===== src/key_pkg.sv =====
package key_pkg;

  localparam int SCAN_W = 9;  // bit 8 flags an extended code
  localparam int NUM_DIGITS = 10;

  // main row, index is the digit
  localparam logic [0:NUM_DIGITS-1][SCAN_W-1:0] DIGIT_CODES = {
    9'h045,
    9'h016,
    9'h01e,
    9'h026,
    9'h025,
    9'h02e,
    9'h036,
    9'h03d,
    9'h03e,
    9'h046
  };

  // numeric keypad, same order
  localparam logic [0:NUM_DIGITS-1][SCAN_W-1:0] PAD_CODES = {
    9'h070,
    9'h069,
    9'h072,
    9'h07a,
    9'h06b,
    9'h073,
    9'h074,
    9'h06c,
    9'h075,
    9'h07d
  };

  localparam logic [SCAN_W-1:0] SPACE_CODE = 9'h029;

endpackage


===== src/game_pkg.sv =====
package game_pkg;

  localparam int NUM_SLOTS = 10;  // one lamp per digit key

  // game second, kept short for simulation
  localparam int TICKS_PER_SECOND = 40;
  localparam int TICK_W = $clog2(TICKS_PER_SECOND);
  localparam logic [TICK_W-1:0] TICK_LAST = TICK_W'(TICKS_PER_SECOND - 1);

  localparam int FINAL_SECONDS = 4;
  localparam int FINAL_W = $clog2(FINAL_SECONDS + 1);
  localparam logic [FINAL_W-1:0] FINAL_LAST = FINAL_W'(FINAL_SECONDS - 1);

  localparam logic [7:0] DEFAULT_TIME = 8'h30;  // bcd
  localparam logic [7:0] DEFAULT_GOAL = 8'h10;

  localparam int LFSR_W = 9;
  localparam logic [LFSR_W-1:0] LFSR_SEED = 9'b1_0110_0000;
  localparam logic [LFSR_W-1:0] LFSR_TAPS = 9'b0_0110_1000;  // xor into bits 6, 5, 3

  typedef enum logic [1:0] {
    INIT,
    SET,
    GAME,
    FINAL
  } game_state_e;

  // symbol codes, digits 0 and 5 double as O and S
  localparam logic [3:0] GLYPH_BLANK = 4'hf;
  localparam logic [3:0] GLYPH_W = 4'ha;
  localparam logic [3:0] GLYPH_I = 4'hb;
  localparam logic [3:0] GLYPH_N = 4'hc;
  localparam logic [3:0] GLYPH_L = 4'hd;
  localparam logic [3:0] GLYPH_O = 4'h0;
  localparam logic [3:0] GLYPH_S = 4'h5;
  localparam logic [3:0] GLYPH_E = 4'he;

  // bcd[1] is the time byte, bcd[0] the goal or score byte
  // glyph[3] is the leftmost symbol
  typedef union packed {
    logic [1:0][7:0] bcd;
    logic [3:0][3:0] glyph;
  } display_word_u;

endpackage


===== src/key_decoder.sv =====
`timescale 1ns/1ns

module key_decoder (
  input  logic                      clk,
  input  logic                      out_rst,
  input  logic                      scan_valid,
  input  logic [key_pkg::SCAN_W-1:0] scan_code,
  input  logic                      scan_release,
  output logic                      digit_press,
  output logic [3:0]                digit_value,
  output logic                      space_press
);

  logic                       is_digit;
  logic [3:0]                 dig_val;
  logic                       is_space;
  logic                       held;
  logic [key_pkg::SCAN_W-1:0] last_code;
  logic                       fresh;

  always_comb begin
    is_digit = 1'b0;
    dig_val  = 4'd0;
    for (int i = 0; i < key_pkg::NUM_DIGITS; i++) begin
      if (scan_code == key_pkg::DIGIT_CODES[i] || scan_code == key_pkg::PAD_CODES[i]) begin
        is_digit = 1'b1;
        dig_val  = 4'(i);
      end
    end
  end

  assign is_space = (scan_code == key_pkg::SPACE_CODE);
  // make code that is not typematic repeat of the held key
  assign fresh = scan_valid && !scan_release && !(held && scan_code == last_code);

  always_ff @(posedge clk or posedge out_rst) begin
    if (out_rst) begin
      held        <= 1'b0;
      digit_press <= 1'b0;
      space_press <= 1'b0;
    end else begin
      digit_press <= fresh && is_digit;
      space_press <= fresh && is_space;
      if (fresh)
        held <= 1'b1;
      else if (scan_valid && scan_release && scan_code == last_code)
        held <= 1'b0;  // released
    end
  end

  always_ff @(posedge clk) begin
    if (fresh)
      last_code <= scan_code;
    if (fresh && is_digit)
      digit_value <= dig_val;
  end

  a_one_press: assert property (@(posedge clk) disable iff (out_rst)
    !(digit_press && space_press));

endmodule


===== src/target_spawner.sv =====
`timescale 1ns/1ns

module target_spawner (
  input  logic                           clk,
  input  logic                           out_rst,
  input  logic                           round_active,
  input  logic                           second_tick,
  output logic                           load_pulse,
  output logic [game_pkg::NUM_SLOTS-1:0] pattern
);

  logic [game_pkg::LFSR_W-1:0] lfsr;
  logic                        round_q;
  logic                        step;

  assign step = round_active && second_tick;

  always_ff @(posedge clk or posedge out_rst) begin
    if (out_rst) begin
      lfsr       <= game_pkg::LFSR_SEED;
      round_q    <= 1'b0;
      load_pulse <= 1'b0;
    end else begin
      round_q    <= round_active;
      // first cycle of a round, then every second
      load_pulse <= step || (round_active && !round_q);
      if (!round_active)
        lfsr <= game_pkg::LFSR_SEED;
      else if (step)
        lfsr <= {lfsr[0], lfsr[game_pkg::LFSR_W-1:1]}
                ^ (lfsr[0] ? game_pkg::LFSR_TAPS : '0);
    end
  end

  // lamp 0 always lit so a pattern is never empty
  assign pattern = {lfsr, 1'b1};

endmodule


===== src/target_slot.sv =====
`timescale 1ns/1ns

module target_slot #(
  parameter int IDX = 0
) (
  input  logic       clk,
  input  logic       out_rst,
  input  logic       load_pulse,
  input  logic       pattern_bit,
  input  logic       round_active,
  input  logic       digit_press,
  input  logic [3:0] digit_value,
  output logic       lit,
  output logic       hit
);

  logic match;

  assign match = digit_press && (digit_value == 4'(IDX));

  always_ff @(posedge clk or posedge out_rst) begin
    if (out_rst) begin
      lit <= 1'b0;
      hit <= 1'b0;
    end else begin
      hit <= 1'b0;
      if (!round_active) begin
        lit <= 1'b0;
      end else if (match && lit) begin
        hit <= 1'b1;  // whacked, lamp goes dark
        lit <= 1'b0;
      end else if (load_pulse) begin
        lit <= pattern_bit;
      end
    end
  end

  a_hit_lit: assert property (@(posedge clk) disable iff (out_rst)
    hit |-> $past(lit));

endmodule


===== src/score_tally.sv =====
`timescale 1ns/1ns

module score_tally (
  input  logic                           clk,
  input  logic                           out_rst,
  input  logic                           score_clear,
  input  logic [game_pkg::NUM_SLOTS-1:0] hit,
  output logic [7:0]                     score
);

  logic [3:0] hit_cnt;
  logic [4:0] ones_sum;
  logic       carry;
  logic [4:0] ones_adj;
  logic [3:0] tens_sum;
  logic [7:0] next_score;

  always_comb begin
    hit_cnt = 4'd0;
    for (int i = 0; i < game_pkg::NUM_SLOTS; i++)
      hit_cnt = hit_cnt + 4'(hit[i]);
    ones_sum = {1'b0, score[3:0]} + {1'b0, hit_cnt};  // at most 19
    carry    = (ones_sum >= 5'd10);
    ones_adj = carry ? ones_sum - 5'd10 : ones_sum;
    tens_sum = score[7:4] + {3'b000, carry};
    if (tens_sum > 4'd9)
      next_score = 8'h99;  // saturate
    else
      next_score = {tens_sum, ones_adj[3:0]};
  end

  always_ff @(posedge clk or posedge out_rst) begin
    if (out_rst)
      score <= 8'h00;
    else if (score_clear)
      score <= 8'h00;
    else
      score <= next_score;
  end

endmodule


===== src/game_ctrl.sv =====
`timescale 1ns/1ns

module game_ctrl (
  input  logic                    clk,
  input  logic                    out_rst,
  input  logic                    start,
  input  logic                    digit_press,
  input  logic [3:0]              digit_value,
  input  logic                    space_press,
  input  logic [7:0]              score,
  output logic                    round_active,
  output logic                    second_tick,
  output logic                    score_clear,
  output game_pkg::display_word_u display_word,
  output logic                    show_glyph,
  output logic                    set_goal_mode
);

  game_pkg::game_state_e       state;
  game_pkg::game_state_e       next_state;
  logic [7:0]                  time_bcd;
  logic [7:0]                  goal_bcd;
  logic                        won;
  logic [game_pkg::TICK_W-1:0] tick_cnt;
  logic [game_pkg::FINAL_W-1:0] final_secs;
  logic [7:0]                  score_live;
  logic                        win_now;
  logic                        lose_now;
  logic                        final_done;
  game_pkg::display_word_u     word_d;
  logic                        glyph_d;

  assign round_active = (state == game_pkg::GAME);
  assign second_tick  = (round_active || state == game_pkg::FINAL)
                        && tick_cnt == game_pkg::TICK_LAST;

  // tally still holds last round's score while the clear is in flight
  assign score_live = (round_active && !score_clear) ? score : 8'h00;
  assign win_now    = round_active && !score_clear && score == goal_bcd;
  assign lose_now   = round_active && time_bcd == 8'h00;
  assign final_done = state == game_pkg::FINAL && second_tick
                      && final_secs == game_pkg::FINAL_LAST;

  always_comb begin
    next_state = state;
    case (state)
      game_pkg::INIT:  if (start) next_state = game_pkg::SET;
      game_pkg::SET:   if (start) next_state = game_pkg::GAME;
      game_pkg::GAME:  if (win_now || lose_now) next_state = game_pkg::FINAL;
      game_pkg::FINAL: if (final_done) next_state = game_pkg::INIT;
      default:         next_state = game_pkg::INIT;
    endcase
  end

  always_ff @(posedge clk or posedge out_rst) begin
    if (out_rst) begin
      state         <= game_pkg::INIT;
      time_bcd      <= game_pkg::DEFAULT_TIME;
      goal_bcd      <= game_pkg::DEFAULT_GOAL;
      set_goal_mode <= 1'b0;
      won           <= 1'b0;
      score_clear   <= 1'b0;
    end else begin
      state       <= next_state;
      score_clear <= (state == game_pkg::SET) && (next_state == game_pkg::GAME);
      case (state)
        game_pkg::INIT: begin
          time_bcd      <= game_pkg::DEFAULT_TIME;
          goal_bcd      <= game_pkg::DEFAULT_GOAL;
          set_goal_mode <= 1'b0;
        end
        game_pkg::SET: begin
          if (digit_press) begin
            if (set_goal_mode)
              goal_bcd <= {goal_bcd[3:0], digit_value};  // shift in from the right
            else
              time_bcd <= {time_bcd[3:0], digit_value};
          end
          if (space_press)
            set_goal_mode <= !set_goal_mode;
        end
        game_pkg::GAME: begin
          if (second_tick && time_bcd != 8'h00) begin
            if (time_bcd[3:0] == 4'd0)
              time_bcd <= {time_bcd[7:4] - 4'd1, 4'd9};  // bcd borrow
            else
              time_bcd <= time_bcd - 8'd1;
          end
          if (next_state == game_pkg::FINAL)
            won <= win_now;
        end
        default: ;
      endcase
    end
  end

  // second counter, restarted on every state change
  always_ff @(posedge clk or posedge out_rst) begin
    if (out_rst) begin
      tick_cnt   <= '0;
      final_secs <= '0;
    end else begin
      if (next_state != state || !(round_active || state == game_pkg::FINAL))
        tick_cnt <= '0;
      else if (second_tick)
        tick_cnt <= '0;
      else
        tick_cnt <= tick_cnt + 1'b1;
      if (state != game_pkg::FINAL)
        final_secs <= '0;
      else if (second_tick)
        final_secs <= final_secs + 1'b1;
    end
  end

  // built from next_state so the glyphs rise with the move to FINAL
  always_comb begin
    word_d.glyph = {4{game_pkg::GLYPH_BLANK}};
    glyph_d      = 1'b1;
    case (next_state)
      game_pkg::SET: begin
        word_d.bcd = {time_bcd, goal_bcd};
        glyph_d    = 1'b0;
      end
      game_pkg::GAME: begin
        word_d.bcd = {time_bcd, score_live};
        glyph_d    = 1'b0;
      end
      game_pkg::FINAL: begin
        if ((state == game_pkg::FINAL) ? won : win_now)
          word_d.glyph = {game_pkg::GLYPH_W, game_pkg::GLYPH_I,
                          game_pkg::GLYPH_N, game_pkg::GLYPH_BLANK};
        else
          word_d.glyph = {game_pkg::GLYPH_L, game_pkg::GLYPH_O,
                          game_pkg::GLYPH_S, game_pkg::GLYPH_E};
      end
      default: ;
    endcase
  end

  always_ff @(posedge clk or posedge out_rst) begin
    if (out_rst) begin
      display_word.glyph <= {4{game_pkg::GLYPH_BLANK}};
      show_glyph         <= 1'b1;
    end else begin
      display_word <= word_d;
      show_glyph   <= glyph_d;
    end
  end

  a_state_legal: assert property (@(posedge clk) disable iff (out_rst)
    state inside {game_pkg::INIT, game_pkg::SET, game_pkg::GAME, game_pkg::FINAL});

endmodule


===== src/whack_top.sv =====
`timescale 1ns/1ns

module whack_top (
  input  logic                           clk,
  input  logic                           out_rst,
  input  logic                           start,
  input  logic                           scan_valid,
  input  logic [key_pkg::SCAN_W-1:0]     scan_code,
  input  logic                           scan_release,
  output logic [game_pkg::NUM_SLOTS-1:0] leds,
  output game_pkg::display_word_u        display_word,
  output logic                           show_glyph,
  output logic                           set_goal_mode
);

  logic                           digit_press;
  logic [3:0]                     digit_value;
  logic                           space_press;
  logic                           round_active;
  logic                           second_tick;
  logic                           load_pulse;
  logic [game_pkg::NUM_SLOTS-1:0] pattern;
  logic [game_pkg::NUM_SLOTS-1:0] hit;
  logic [7:0]                     score;
  logic                           score_clear;

  key_decoder u_keys (
    .clk          (clk),
    .out_rst      (out_rst),
    .scan_valid   (scan_valid),
    .scan_code    (scan_code),
    .scan_release (scan_release),
    .digit_press  (digit_press),
    .digit_value  (digit_value),
    .space_press  (space_press)
  );

  target_spawner u_spawner (
    .clk          (clk),
    .out_rst      (out_rst),
    .round_active (round_active),
    .second_tick  (second_tick),
    .load_pulse   (load_pulse),
    .pattern      (pattern)
  );

  for (genvar i = 0; i < game_pkg::NUM_SLOTS; i++) begin : g_slot
    target_slot #(.IDX(i)) u_slot (
      .clk          (clk),
      .out_rst      (out_rst),
      .load_pulse   (load_pulse),
      .pattern_bit  (pattern[i]),
      .round_active (round_active),
      .digit_press  (digit_press),
      .digit_value  (digit_value),
      .lit          (leds[i]),
      .hit          (hit[i])
    );
  end

  score_tally u_tally (
    .clk         (clk),
    .out_rst     (out_rst),
    .score_clear (score_clear),
    .hit         (hit),
    .score       (score)
  );

  game_ctrl u_ctrl (
    .clk           (clk),
    .out_rst       (out_rst),
    .start         (start),
    .digit_press   (digit_press),
    .digit_value   (digit_value),
    .space_press   (space_press),
    .score         (score),
    .round_active  (round_active),
    .second_tick   (second_tick),
    .score_clear   (score_clear),
    .display_word  (display_word),
    .show_glyph    (show_glyph),
    .set_goal_mode (set_goal_mode)
  );

endmodule


===== config.mk =====
export PLATFORM = sky130hd
export DESIGN_NAME = whack_top
export DESIGN_NICKNAME = d
export VERILOG_FILES = /design/src/key_pkg.sv /design/src/game_pkg.sv /design/src/key_decoder.sv /design/src/target_spawner.sv /design/src/target_slot.sv /design/src/score_tally.sv /design/src/game_ctrl.sv /design/src/whack_top.sv
export SDC_FILE = /design/constraint.sdc
export NUM_CORES = 1
export LEC_CHECK = 0
export BUFFER_PORTS_ARGS = -buffer_cell sky130_fd_sc_hd__buf_2
export CORE_UTILIZATION = 55
export DETAILED_ROUTE_END_ITERATION = 10
export GPL_TIMING_DRIVEN = 0
export MAX_ROUTING_LAYER = met4
export PLACE_DENSITY = 0.74
export SETUP_SLACK_MARGIN = 0.3
export SLEW_MARGIN = 5
export SYNTH_ARGS = -nofsm -noshare
export SYNTH_HDL_FRONTEND = slang
export SYNTH_SLANG_ARGS = --single-unit

===== constraint.sdc =====
create_clock -name clk -period 7.05 [get_ports clk]
set_clock_uncertainty 0.2 [all_clocks]
set_input_delay 0.705 -clock clk [delete_from_list [all_inputs] [get_ports clk]]
set_output_delay 0.705 -clock clk [all_outputs]
set_load 0.05 [all_outputs]

# Word-level counts from Yosys, hierarchy flattened
# Index checks and enable logic that the tools add are counted.
op_classes:
  n_bitwise: 1
  mux: 100
  n_eq_ne: 58
  n_reduce_logical: 72
  addsub: 16
  order_cmp: 2
op_table:
  columns: ["operator", "n"]
  rows:
  - ["$eq 9x7->1 const B", 12]
  - ["$mux 8", 9]
  - ["$mux 1", 67]
  - ["$eq 9x6->1 const B", 7]
  - ["$pmux 16 s3", 1]
  - ["$logic_and 1x1->1", 37]
  - ["$add 4x1->4", 9]
  - ["$ne 3x2->1 const B", 9]
  - ["$pmux 8 s3", 1]
  - ["$eq 9x5->1 const B", 2]
  - ["$mux 3", 6]
  - ["$mux 9", 2]
  - ["$eq 4x3->1 const B", 4]
  - ["$pmux 8 s2", 1]
  - ["$mux 15", 1]
  - ["$logic_or 1x1->1", 14]
  - ["$mux 2", 6]
  - ["$mux 6", 2]
  - ["$ne 2x2->1 const B", 5]
  - ["$eq 9x9->1", 1]
  - ["$xor 9x9->9", 1]
  - ["$eq 2x2->1 const B", 4]
  - ["$eq 4x2->1 const B", 2]
  - ["$eq 4x4->1 const B", 2]
  - ["32 further kinds", 44]
word_totals:
  output_inout_bits: 28
  reg_bits: 102

# Depth between registers and ports, before layout
logic_depth:
  word_depth: 15
  depth_mapped: 22
  depth_no_buf: 22

# By module
# Synthesis repeated with hierarchy kept, for this count alone.
unflattened:
  hier_cells: 580
  hier_area_um2: 6029.5
by_module_without_submodules:
  columns: ["mod", "area_per_inst_um2", "cells_per_inst", "seq_area_each_um2", "n_inst"]
  rows:
  - ["game_ctrl", 2742.6, 279, 1201.2, 1]
  - ["key_decoder", 1047.3, 100, 465.4, 1]
  - ["score_tally", 779.5, 81, 200.2, 1]
  - ["target_spawner", 490.5, 41, 279.0, 1]
  - ["target_slot at g_slot[5].u_slot ...", 96.3, 8, 50.0, 4]
  - ["target_slot at g_slot[1].u_slot ...", 102.6, 9, 50.0, 2]
  - ["target_slot at g_slot[4].u_slot ...", 92.6, 7, 50.0, 2]
  - ["target_slot at g_slot[3].u_slot", 98.8, 8, 50.0, 1]
  - ["target_slot at g_slot[0].u_slot", 95.1, 7, 50.0, 1]

# Worst setup path before layout
# No wires, ideal clock.
synth_timing:
  kind: "register to register"
  from: "register g_slot[0].u_slot.hit"
  to: "register u_tally.score[1]"
  arrival_ns: 5.378
  stages_incl_launch_ff: 23
  setup_slack_ns: 1.339
  cell_sequence: "dfrtp_1 > ha_1 > inv_1 > fa_1 > fa_1 > fa_1 > fa_1 > fa_1 > inv_1 > fa_1 > xor2_1 > inv_1 > ha_1 > o31ai_1 > a21boi_1 > inv_1 > ha_1 > ha_1 > xnor2_1 > a211oi_1 > nor2_1 > nand2_1 > mux2i_1"
synth_via:
  elab_chain_cells: 15
  elab_cells_between_ends: 17
synth_rtl:
  columns: ["item", "line_no", "text"]
  rows:
  - ["start, declared", "target_slot.sv:14", "output logic hit"]
  - ["start signal, assigned", "target_slot.sv:24", "hit <= 1'b0;"]
  - ["start signal, assigned", "target_slot.sv:26", "hit <= 1'b0;"]
  - ["start signal, assigned", "target_slot.sv:30", "hit <= 1'b1;"]
  - ["$add 1x1->2 (*)", "score_tally.sv:21", "hit_cnt = hit_cnt + 4'(hit[i]);"]
  - ["$add 4x1->4 (*) (8 in a row)", "score_tally.sv:21", null]
  - ["$add 4x4->5 (*)", "score_tally.sv:22", "ones_sum = {1'b0, score[3:0]} + {1'b0, hit_cnt};"]
  - ["$ge 5x4->1", "score_tally.sv:23", "carry = (ones_sum >= 5'd10);"]
  - ["$add 4x1->4", "score_tally.sv:25", "tens_sum = score[7:4] + {3'b000, carry};"]
  - ["$gt 4x4->1", "score_tally.sv:26", "if (tens_sum > 4'd9)"]
  - ["$mux 8 (*)", "score_tally.sv:26", null]
  - ["$mux 8 (*)", "score_tally.sv:35", "else if (score_clear)"]
  - ["end signal, assigned", "score_tally.sv:38", "score <= next_score;"]
  - ["end, declared", "score_tally.sv:8", "output logic [7:0] score"]
# Every way passes the cells marked *; elsewhere a longest branch is shown, timed or not.
# A chain may end at the register's enable or synchronous reset.

# Worst setup path in the final report
layout_timing:
  from: "register g_slot[0].u_slot.hit"
  to: "register u_tally.score[2]"
# Same word-level chain as after synthesis.

==> flow_summary_export.csv <==
group,metric,value,unit
run_status,outcome,"complete, no violations",
detailed_routing,dr.pass1.iters,5,
logic_synthesis,syn_avg_cell_area,10.1,sq um
logic_synthesis,postSynthCellCount,559,
worst_setup_path,crit_family,"adder cells",
die,dieArea,10700,sq um
cells_and_area,design_area,6230,sq um
grt,antenna_found_initial,0,
logic_synthesis,synth.top_cells.by_area,"dfrtp_1 29%, dfstp_2 11%, edfxtp_1 6.9%",
die,io_pins,42,
logic_synthesis,synth_top_area_share,29.2,%
detailed_routing,drc_errors,0,
worst_setup_path,cp_slowest_stage_delay,0.59,ns
cts,cts_tree,"done",
place,place_hpwl,8.71,mm
cts,holdBufCountCts,0,
hold_path,worstHoldPathType,"input port to asynchronous set/reset pin",
grt,grt_max_degree,59,
worst_setup_path,start_kind,"flop",
worst_setup_path,required,7.10,ns
detailed_routing,via_per_inst,5.80,
die,placementRows,36,
grt,grt_pass1_wl,19.5,mm
cells_and_area,final_util,63.2,%
cts,numCtsBuffers,9,
timing,tns,0,ns
timing,tightest_slew,0.653,ns
grt,track_usage,24.5,%
cts,clkTransAtPathRegs,0.09,ns
power,total_power,2.05,mW
timing,fin_hold_ws,0.111,ns
die,core-area,9860,sq um
timing,relSlewSlack,56.2,%
cells_and_area,final_nets,657,
logic_synthesis,yosys.area.top_type,"dfrtp_1",
logic_synthesis,ys_seq_elements,102,
detailed_routing,dr_total_vias,4347,
timing,min_period,6.28,ns
timing,maxSlewViolCount,0,
timing,clock.fmax,159,MHz
worst_setup_path,path_max_fanout,5,
cts,root_buffer,"clkbuf_8",
place,place_ws,0.793,ns
worst_setup_path,crit_path_end_kind,"flop",
power,ir_drop,0.304,mV
detailed_routing,drt-wirelength-per-cell,15.7,um
logic_synthesis,ys_seq_area_share,46.8,%
cts,clkSinkCount,102,
logic_synthesis,ys.flop_type,"dfrtp_1",
logic_synthesis,synth_cell_types,69,
cts,clockBufferDepth,2,
logic_synthesis,ys_warn_count,0,
power,power.density,328,nW/um^2
logic_synthesis,synth-async-reset-ratio,87.3,%
worst_setup_path,crit_buf_inv,4,
die,die_w,103,um
timing,hold_viol_final,0,
cts,cts_resized,0,
place,portBuffers,41,
worst_setup_path,critical_path_arrival,6.32,ns
logic_synthesis,synth_edf_count,13,
cts,insertion_delay,0.38,ns
grt,grt_remaining_overflow,0,
die,initial_utilization,57.4,%
worst_setup_path,crit_chain,"ha_1, inv_1, fa_1, fa_1, fa_1, fa_1, fa_1, inv_1, fa_1, xor2_1, inv_1, ha_1, o31ai_1, a21boi_1, inv_1, ha_1, ha_1, xnor2_1, a211oi_1, nor2_1, nand2_1, mux2i_1",
cts,postCtsSetupBuffers,0,
cells_and_area,fin_cells,750,
worst_setup_path,crit_slowest_cell,"a211oi_1",
die,die_y,103,um
cells_and_area,layout_common_cells,"66 x dfrtp_1, 56 x nand2_1, 44 x inv_1",
cells_and_area,nFillCells,811,
grt,grt_pass1_vias,4028,
power,power.leakage,2.79,nW
cells_and_area,area_growth,10.1,%
place,placed_area,6060,sq um
timing,setup_violations,0,
cts,cts-htree-levels,3,
cells_and_area,antenna_cells,0,
worst_setup_path,cpMostUsedCell,"fa_1",
cells_and_area,layout_commonest_cell,"dfrtp_1",
detailed_routing,routed_wl,11.8,mm
timing,period_share,89.0,%
timing,finalWorstSetupSlack,0.775,ns
timing,rsz0062_at_grt,"no",
detailed_routing,drt_iter0_drc,223,
logic_synthesis,syn_nets,604,
job,drv_cap,0,
worst_setup_path,crit_type,"flop to flop",
detailed_routing,ant_nets,0,
cells_and_area,drive_gt1_share,16.7,%
place,dp.cells,734,
logic_synthesis,syn_area,5660,sq um
place,routabilityCongestion,0.890,
[registers in the layout, indices dropped and copies added, names as in the netlist, 2 cells and up]
register	count
g_slot.u_slot.hit	10
g_slot.u_slot.lit	10
u_ctrl.display_word	16
u_ctrl.final_secs	3
u_ctrl.goal_bcd	8
u_ctrl.state	2
u_ctrl.tick_cnt	6
u_ctrl.time_bcd	8
u_keys.digit_value	4
u_keys.last_code	9
u_spawner.lfsr	9
u_tally.score	8
[cells in the mapped netlist (8+ instances only)]
cell type	count
o21ai_0	11
dfstp_2	23
a22o_1	9
mux2i_1	9
a31oi_1	13
dfrtp_1	66
nand2_1	56
o211ai_1	13
clkbuf_1	25
xor2_1	17
xnor2_1	17
and3_1	8
edfxtp_1	13
nor2_1	27
inv_1	45
nor2b_1	9
ha_1	24
buf_4	11
nand3_1	10
nor4_1	11
a21oi_1	21
nor3_1	12
[routing by layer]
metal  vias up  global-route usage (%)  part of all wire, %
met4         0                    9.53                  2.4
met5         -                       -                    0
met1      2118                    31.3                   45
met3        30                    4.50                  4.0
li1       2071                       -                    -
met2       128                    39.0                   49
[cells by family (layout without fill, tap and decap cells)]
| kind of cell | Yosys count | count (layout) | share of synthesized area, % |
|---|---|---|---|
| AO/OA/AOI/OAI | 118 | 118 | 15.1 |
| XOR/XNOR | 34 | 34 | 5.26 |
| adder cells (fa/ha/maj) | 31 | 31 | 7.78 |
| buffers and inverters | 85 | 143 | 6.63 |
| flip-flops | 102 | 102 | 46.8 |
| multiplexers | 9 | 9 | 1.59 |
| AND/OR/NAND/NOR | 180 | 180 | 16.9 |
[cell type report]
class                   count  area (sq um)  share of cell area [%]
plain buffers              40           206                    3.31
repair buffers             42           233                    3.74
flip-flops and latches    102          2650                    42.5
multi-input cells         372          2640                    42.4
well taps                 133           166                    2.67
clock buffers              12           135                    2.17
inverters                  45           171                    2.75
clock inverters             4          32.5                   0.522
[power by group]
part / switching (mW) / total, mW / leakage (nW) / internal, mW
clock network: 0.199 / 0.330 / 0.0772 / 0.131
logic: 0.628 / 0.937 / 1.44 / 0.309
registers: 0.0498 / 0.779 / 1.27 / 0.729
[worst reg2reg max path: cells and delay by family, from the launching register on]
kind / cells / cell delay, ns
xor gates and xnor gates: 2 / 0.33
buffers and inverters: 4 / 0.29
and+or+nand+nor: 2 / 0.25
DFF: 1 / 0.38
adders and majority gates: 10 / 3.64
muxes: 1 / 0.08
AOI/OAI and AO/OA: 3 / 0.97
[path summary, 6_finish.rpt]
check / start / to / slack, ns / depth (start not counted)
worst max-delay path: g_slot[0].u_slot.hit / u_tally.score[2] / 0.77 / 22
worst min-delay path: out_rst / u_tally.score[2] / 0.11 / 2
worst max register to register: g_slot[0].u_slot.hit / u_tally.score[2] / 0.77 / 22
worst min register to register: u_spawner.round_q / u_spawner.load_pulse / 0.25 / 1
max in group asynchronous: out_rst / u_spawner.lfsr[8] / 5.89 / 3
min in group clk: u_spawner.round_q / u_spawner.load_pulse / 0.25 / 1
Note: power is estimated with default switching activity, not from simulation.
